<file path="src/cpu_pkg.sv">
`default_nettype none

package cpu_pkg;

  // Datapath and sequencer widths
  localparam int DATA_W      = 8;
  localparam int OPCODE_W    = 4;
  localparam int STEP_W      = 4;
  localparam int UADDR_W     = OPCODE_W + STEP_W;
  localparam int UWORD_W     = 16;
  localparam int UCODE_DEPTH = 1 << UADDR_W;
  localparam int NUM_REGS    = 4;
  localparam int APB_ADDR_W  = 12;

  typedef logic [DATA_W-1:0]     data_t;
  typedef logic [OPCODE_W-1:0]   opcode_t;
  typedef logic [STEP_W-1:0]     step_t;
  // Opcode in the upper nibble, step in the lower one
  typedef logic [UADDR_W-1:0]    uaddr_t;
  typedef logic [UWORD_W-1:0]    uword_t;
  typedef logic [1:0]            reg_idx_t;
  typedef logic [APB_ADDR_W-1:0] paddr_t;

  // Microcode word layout, bit 15 is spare
  localparam int UW_REG_SRC_LSB   = 0;
  localparam int UW_REG_SRC_W     = 2;
  localparam int UW_REG_SEL_LSB   = 2;
  localparam int UW_REG_SEL_W     = 2;
  localparam int UW_ALU_PLANE_LSB = 4;
  localparam int UW_ALU_PLANE_W   = 4;
  localparam int UW_OUT_PLANE_LSB = 8;
  localparam int UW_OUT_PLANE_W   = 3;
  localparam int UW_IN_PLANE_LSB  = 11;
  localparam int UW_IN_PLANE_W    = 3;
  localparam int UW_END_STEP_BIT  = 14;

  // Bus destination, at most one per step
  typedef enum logic [2:0] {
    IN_NONE, IN_REG, IN_TMP0, IN_TMP1, IN_OPWORD, IN_OPCODE, IN_EXT_OUT
  } in_plane_e;

  // Bus source, at most one per step
  typedef enum logic [2:0] {
    OUT_NONE, OUT_REG, OUT_TMP0, OUT_TMP1, OUT_MLU, OUT_SHIFTER, OUT_EXT_IN
  } out_plane_e;

  // MLU op sits in alu_plane[2:0], alu_plane[3] is the carry-in
  typedef enum logic [2:0] {
    ADD, SUB, AND, OR, XOR, PASS_A, NOT_A
  } mlu_op_e;

  // Bit 0 picks left, bit 1 arithmetic; arithmetic left is a rotate
  typedef enum logic [1:0] {
    SHR = 2'b00,
    SHL = 2'b01,
    ASR = 2'b10,
    ROL = 2'b11
  } shift_op_e;

  // APB map, microcode words live below the boot register
  localparam paddr_t CTRL_ADDR = 12'h100;

endpackage

`default_nettype wire

</file>
<file path="src/ctrl_if.sv">
`timescale 1ns/1ps
`default_nettype none

interface ctrl_if import cpu_pkg::*; ();

  // One-hot destination loads
  logic ld_reg, ld_tmp0, ld_tmp1, ld_opword, ld_opcode, ld_out;
  // One-hot bus drivers
  logic oe_reg, oe_tmp0, oe_tmp1, oe_mlu, oe_shift, oe_in;
  // Raw microcode fields for the ALU and register selector
  logic [UW_ALU_PLANE_W-1:0] alu_plane;
  reg_idx_t                  reg_src;
  logic [UW_REG_SEL_W-1:0]   reg_sel;

  modport ctrl (
    output ld_reg, ld_tmp0, ld_tmp1, ld_opword, ld_opcode, ld_out,
    output oe_reg, oe_tmp0, oe_tmp1, oe_mlu, oe_shift, oe_in,
    output alu_plane, reg_src, reg_sel
  );

  modport dp (
    input ld_reg, ld_tmp0, ld_tmp1, ld_opword, ld_opcode, ld_out,
    input oe_reg, oe_tmp0, oe_tmp1, oe_mlu, oe_shift, oe_in,
    input alu_plane, reg_src, reg_sel
  );

endinterface

`default_nettype wire

</file>
<file path="src/alu_unit.sv">
`timescale 1ns/1ps
`default_nettype none

module alu_unit import cpu_pkg::*; (
  // TMP0 feeds a, TMP1 feeds b
  input  data_t                     a,
  input  data_t                     b,
  input  logic [UW_ALU_PLANE_W-1:0] alu_plane,
  output data_t                     mlu_y,
  output data_t                     shift_y
);

  mlu_op_e   mlu_op;
  shift_op_e shift_op;
  data_t     carry_in;

  assign mlu_op   = mlu_op_e'(alu_plane[2:0]);
  assign shift_op = shift_op_e'(alu_plane[1:0]);
  // Carry only matters for ADD and SUB
  assign carry_in = data_t'(alu_plane[3]);

  // MLU
  always_comb begin
    case (mlu_op)
      ADD:    mlu_y = a + b + carry_in;
      // Two's complement subtract needs carry-in set
      SUB:    mlu_y = a + ~b + carry_in;
      AND:    mlu_y = a & b;
      OR:     mlu_y = a | b;
      XOR:    mlu_y = a ^ b;
      PASS_A: mlu_y = a;
      NOT_A:  mlu_y = ~a;
      // Spare op code
      default: mlu_y = '0;
    endcase
  end

  // One-bit shifter on a
  always_comb begin
    case (shift_op)
      SHL: shift_y = {a[DATA_W-2:0], 1'b0};
      SHR: shift_y = {1'b0, a[DATA_W-1:1]};
      // Sign bit is copied down
      ASR: shift_y = {a[DATA_W-1], a[DATA_W-1:1]};
      // MSB wraps into bit 0
      ROL: shift_y = {a[DATA_W-2:0], a[DATA_W-1]};
      default: shift_y = '0;
    endcase
  end

endmodule

`default_nettype wire

</file>
<file path="src/datapath.sv">
`timescale 1ns/1ps
`default_nettype none

module datapath import cpu_pkg::*; (
  input  wire     clk,
  input  wire     rst_n,
  ctrl_if.dp      ctl,
  // Byte source, consumed on in_take
  input  data_t   in_data,
  output logic    in_take,
  // Byte sink, always ready
  output data_t   out_data,
  output logic    out_valid,
  output opcode_t opcode
);

  data_t    regs [NUM_REGS];
  data_t    tmp0;
  data_t    tmp1;
  data_t    opword;
  data_t    bus;
  data_t    mlu_y;
  data_t    shift_y;
  reg_idx_t reg_idx;

  alu_unit u_alu (
    .a         (tmp0),
    .b         (tmp1),
    .alu_plane (ctl.alu_plane),
    .mlu_y     (mlu_y),
    .shift_y   (shift_y)
  );

  // Register selector, 3 behaves like 2
  always_comb begin
    case (ctl.reg_sel)
      2'd0:    reg_idx = opword[1:0];
      2'd1:    reg_idx = opword[3:2];
      default: reg_idx = ctl.reg_src;
    endcase
  end

  // Bus mux, drivers are one-hot so OR-ing is enough
  always_comb begin
    bus = '0;
    if (ctl.oe_reg) begin
      bus = bus | regs[reg_idx];
    end
    if (ctl.oe_tmp0) begin
      bus = bus | tmp0;
    end
    if (ctl.oe_tmp1) begin
      bus = bus | tmp1;
    end
    if (ctl.oe_mlu) begin
      bus = bus | mlu_y;
    end
    if (ctl.oe_shift) begin
      bus = bus | shift_y;
    end
    if (ctl.oe_in) begin
      bus = bus | in_data;
    end
  end

  // Source advances after any edge with take high
  assign in_take = ctl.oe_in;

  // Destination registers load the bus at the edge
  always_ff @(posedge clk or negedge rst_n) begin
    if (!rst_n) begin
      for (int i = 0; i < NUM_REGS; i++) begin
        regs[i] <= '0;
      end
      tmp0   <= '0;
      tmp1   <= '0;
      opword <= '0;
      opcode <= '0;
    end else begin
      if (ctl.ld_reg) begin
        regs[reg_idx] <= bus;
      end
      if (ctl.ld_tmp0) begin
        tmp0 <= bus;
      end
      if (ctl.ld_tmp1) begin
        tmp1 <= bus;
      end
      if (ctl.ld_opword) begin
        opword <= bus;
      end
      // New opcode takes over from the next micro-op
      if (ctl.ld_opcode) begin
        opcode <= bus[OPCODE_W-1:0];
      end
    end
  end

  // Output stage, valid is a single-cycle pulse per output step
  always_ff @(posedge clk or negedge rst_n) begin
    if (!rst_n) begin
      out_valid <= 1'b0;
      out_data  <= '0;
    end else begin
      out_valid <= ctl.ld_out;
      if (ctl.ld_out) begin
        out_data <= bus;
      end
    end
  end

endmodule

`default_nettype wire

</file>
<file path="src/flat_wrapper.sv">
// flat-port wrapper written by rule: the top's interface ports become plain ports
module datapath_flat import cpu_pkg::*;
  (clk, rst_n, in_data, in_take, out_data, out_valid, opcode, ctl_ld_reg, ctl_ld_tmp0, ctl_ld_tmp1, ctl_ld_opword, ctl_ld_opcode, ctl_ld_out, ctl_oe_reg, ctl_oe_tmp0, ctl_oe_tmp1, ctl_oe_mlu, ctl_oe_shift, ctl_oe_in, ctl_alu_plane, ctl_reg_src, ctl_reg_sel);
  ctrl_if ctl_i ();
  input  wire clk;
  input  wire rst_n;
  input  data_t in_data;
  output logic in_take;
  output data_t out_data;
  output logic out_valid;
  output opcode_t opcode;
  input wire logic [$bits(ctl_i.ld_reg)-1:0] ctl_ld_reg;
  input wire logic [$bits(ctl_i.ld_tmp0)-1:0] ctl_ld_tmp0;
  input wire logic [$bits(ctl_i.ld_tmp1)-1:0] ctl_ld_tmp1;
  input wire logic [$bits(ctl_i.ld_opword)-1:0] ctl_ld_opword;
  input wire logic [$bits(ctl_i.ld_opcode)-1:0] ctl_ld_opcode;
  input wire logic [$bits(ctl_i.ld_out)-1:0] ctl_ld_out;
  input wire logic [$bits(ctl_i.oe_reg)-1:0] ctl_oe_reg;
  input wire logic [$bits(ctl_i.oe_tmp0)-1:0] ctl_oe_tmp0;
  input wire logic [$bits(ctl_i.oe_tmp1)-1:0] ctl_oe_tmp1;
  input wire logic [$bits(ctl_i.oe_mlu)-1:0] ctl_oe_mlu;
  input wire logic [$bits(ctl_i.oe_shift)-1:0] ctl_oe_shift;
  input wire logic [$bits(ctl_i.oe_in)-1:0] ctl_oe_in;
  input wire logic [$bits(ctl_i.alu_plane)-1:0] ctl_alu_plane;
  input wire logic [$bits(ctl_i.reg_src)-1:0] ctl_reg_src;
  input wire logic [$bits(ctl_i.reg_sel)-1:0] ctl_reg_sel;
  assign ctl_i.ld_reg = ctl_ld_reg;
  assign ctl_i.ld_tmp0 = ctl_ld_tmp0;
  assign ctl_i.ld_tmp1 = ctl_ld_tmp1;
  assign ctl_i.ld_opword = ctl_ld_opword;
  assign ctl_i.ld_opcode = ctl_ld_opcode;
  assign ctl_i.ld_out = ctl_ld_out;
  assign ctl_i.oe_reg = ctl_oe_reg;
  assign ctl_i.oe_tmp0 = ctl_oe_tmp0;
  assign ctl_i.oe_tmp1 = ctl_oe_tmp1;
  assign ctl_i.oe_mlu = ctl_oe_mlu;
  assign ctl_i.oe_shift = ctl_oe_shift;
  assign ctl_i.oe_in = ctl_oe_in;
  assign ctl_i.alu_plane = ctl_alu_plane;
  assign ctl_i.reg_src = ctl_reg_src;
  assign ctl_i.reg_sel = ctl_reg_sel;
  datapath u_core (.clk(clk), .rst_n(rst_n), .ctl(ctl_i), .in_data(in_data), .in_take(in_take), .out_data(out_data), .out_valid(out_valid), .opcode(opcode));
endmodule
</file>
<file path="config.mk">
export PLATFORM = sky130hd
export DESIGN_NAME = datapath_flat
export DESIGN_NICKNAME = d
export VERILOG_FILES = /design/src/cpu_pkg.sv /design/src/ctrl_if.sv /design/src/alu_unit.sv /design/src/datapath.sv /design/src/flat_wrapper.sv
export SDC_FILE = /design/constraint.sdc
export NUM_CORES = 1
export LEC_CHECK = 0
export ABC_AREA = 1
export BUFFER_PORTS_ARGS = -buffer_cell sky130_fd_sc_hd__buf_4
export CORE_AREA = 5 5 113 115
export CTS_CLUSTER_SIZE = 12
export DETAILED_ROUTE_END_ITERATION = 6
export DIE_AREA = 0 0 118 120
export GPL_ROUTABILITY_DRIVEN = 1
export GPL_TIMING_DRIVEN = 0
export SYNTH_ARGS = -nofsm -noshare
export SYNTH_HDL_FRONTEND = slang
export SYNTH_SLANG_ARGS = --single-unit
</file>
<file path="constraint.sdc">
create_clock -name clk -period 2.45 [get_ports clk]
set_clock_uncertainty 0.15 [all_clocks]
set_input_delay 0.3675 -clock clk [delete_from_list [all_inputs] [get_ports clk]]
set_output_delay 0.3675 -clock clk [all_outputs]
set_load 0.01 [all_outputs]
</file>
==> results.cfg <==
[detailed_routing]
drc = 0
first_pass_iters = 4
vias = 4526
wirelength_mm = 13.6
wire_per_inst_um = 15.1
drt_iter0_markers = 284
ant_nets = 0
via_per_inst = 5.01

[grt]
grt_usage_pct = 19.5
grt_util_met3_pct = 2.45
grt_max_degree = 66
grt-busiest-layer = met2
met1_usage_pct = 23.8
grt_pass1_wl_mm = 22.6
antenna_found_initial = 0
met2_usage_pct = 35.4
globalRouteOverflowTotal = 0
grt_pass1_vias = 4624

[clock_network]
clk-insertion-delay-late_ps = 330
clk_path_buf_depth = 2
clk_pin_slew_ps = 50
cts_root_buffer = clkbuf_16
h-tree-depth = 3
cts_buffers = 9
cts_sinks = 65
cts_tree = done

[sta]
hold_viol = 25
tns_ps = -593
rsz0062_at_grt = true
slew_viol_final = 0
finalSetupViolations = 14
fin_crit_sh_pct = 102
fin_ws_ps = -58.5
fin_crit_ps = 2510
whs_ps = -18.5
max_freq_mhz = 399
max_slew.worst_pin.slew_ps = 838
maxSlewHeadroom_pct = 44.1

[layout]
fill_cells = 1223
antenna_cells = 0
area_growth_syn_to_layout_pct = 26.0
drive_above_1_share_pct = 21.4
layout.nets = 809
post-route-util_pct = 48.4

[job]
cap_violations = 0

[yosys]
syn_nets = 734
synth_most_common_cell = nand2_1
synthesis.area_mm2 = 0.00450
synth_flop_cell = dfrtp_1
ys_async_sr_fraction_pct = 100
postSynthAreaPerCell_um2 = 6.64
ys_ff_latch = 65
synthTopCellsByCount = nand2_1 (350), dfrtp_1 (65), inv_1 (62)
synthTopCellsByArea = dfrtp_1 (36%), nand2_1 (29%), ha_1 (6.4%)
synth_edf_count = 0
seq_area_frac_synth_pct = 36.2
synth_area_leader_cell = dfrtp_1
synth_warnings = 0
synth_cell_type_count = 31
syn_inst = 677
synth_top_area_share_pct = 36.2

[setup_path]
endpoint_kind = flop
timing.rr.start = u_core.tmp1[0]
worstPathCellList = buf_6 -> fa_2 -> inv_2 -> fa_2 -> nand2_1 -> o21ai_1 -> nor2_1 -> nand2_2 -> a21oi_4 -> nand2_4 -> nand2_2 -> nand2_1
required_ps = 2520
critPathCapture = u_core.regs[1]
timing.rr.end = u_core.regs[1]
worst_setup_path_start_kind = flop
reg2reg_depth = 12
cpMaxStageDelayCell = fa_2
arrival_ps = 2580
critPathMaxFanout = 5
reg2reg_slack_ps = -60
startpoint = u_core.tmp1[0]
max_stage_delay_ps = 420
crit_type = flop to flop

[hold_path]
hold_path.class = input port to async pin

[die]
die_x_um = 118
start_util_pct = 38.4
die_h_um = 120
die_area_mm2 = 0.0142
rows = 40
core_mm2 = 0.0117
pin_count = 44

[place]
dp_slack_ps = -434
place_congestion = 0.870
dp_hpwl_mm = 9.91
numPortBuffers = 38

[outcome]
failed_checks = hold timing, setup timing
status = finished, violations left

[power]
power_density_mw_per_mm2 = 819
leakage_nw = 3.10
ir_worst_vdd_mv = 0.619
final cells by class:
cell class                 count  area, um2  area share, %
timing repair buffer          62        472           8.32
multi-input combinational    534       2720           48.0
sequential                    65       1630           28.8
buffer                        13       75.1           1.32
tap                          147        184           3.24
inverter                      67        255           4.50
clock buffer                  11        253           4.46
clock inverter                 5       77.6           1.37
report_power, final:
part	internal (mW)	total (mW)	switching, mW	leakage (nW)
logic	0.652	1.71	1.05	2.18
registers	1.35	1.54	0.192	0.751
clock network	0.941	1.40	0.455	0.162
how the worst min path moves through the flow:
| stage | to | cells after the start | start |
|---|---|---|---|
| global route | u_core.out_data[1] | 1 | rst_n |
| global placement | u_core.opword[2] | 2 | u_core.opword[2] |
| detailed placement | u_core.regs[16] | 2 | u_core.regs[16] |
| CTS | u_core.out_data[1] | 1 | rst_n |
| finish | u_core.out_data[3] | 1 | rst_n |
| floorplan | u_core.opcode[0] | 0 | rst_n |
layout by cell type (no fill, tap or decap), drive strengths merged:
master       count
a211oi           2
o211ai           2
bufinv           2
nand3b           4
nand4            9
or2              5
dlygate4sd3      1
nand2          360
dfrtp           65
nand3           44
nor2            31
clkinvlp         2
clkbuf          16
ha              23
clkinv           2
o2111ai          6
o22ai            3
a21oi           17
buf             69
inv             66
o21ai           22
nor3             2
fa               4
kinds of logic (layout without fill, tap and decap cells):
logic type / count (synthesis) / count (layout) / synth area share [%]
compound gates: 52 / 52 / 6.59
fa+ha+maj: 27 / 27 / 8.18
buf+inv: 80 / 158 / 7.20
flops: 65 / 65 / 36.2
simple gates: 453 / 455 / 41.9
layer usage:
layer	up-vias	share of wire [%]
met1	2140	44
met5	-	0
li1	2285	-
met3	17	3.4
met2	84	51
met4	0	1.6
worst max-delay path: cells and delay by family (launching register included):
kind                       cells  cell delay (ps)
adders and majority gates      2              760
AOI/OAI and AO/OA              2              310
DFF                            1              400
and+or+nand+nor                6              560
buffers and inverters          2              210
stage by stage:
step	power, mW	cells	area, um2
after floorplan	2.54	677	4500
after global placement	2.98	862	4970
after detailed placement	3.02	862	4970
after CTS	4.53	888	5470
after global routing	4.99	904	5670
final	4.64	904	5670
timing repair:
action                                  4_1_cts  5_1_grt
hold buffers                                  1        0
gates resized for setup                      32       32
endpoints found under the hold margin         1        0
endpoints found under the setup margin       39       55
pin swaps                                    16       11
gates cloned                                  2        0
setup buffers                                 7       16
state kept, by name, summed over array words and instances, names as in the netlist:
name / cells
u_core.opcode: 4
u_core.opword: 4
u_core.out_data: 8
u_core.out_valid: 1
u_core.regs: 32
u_core.tmp0: 8
u_core.tmp1: 8
Note: power is estimated with default switching activity, not from simulation.
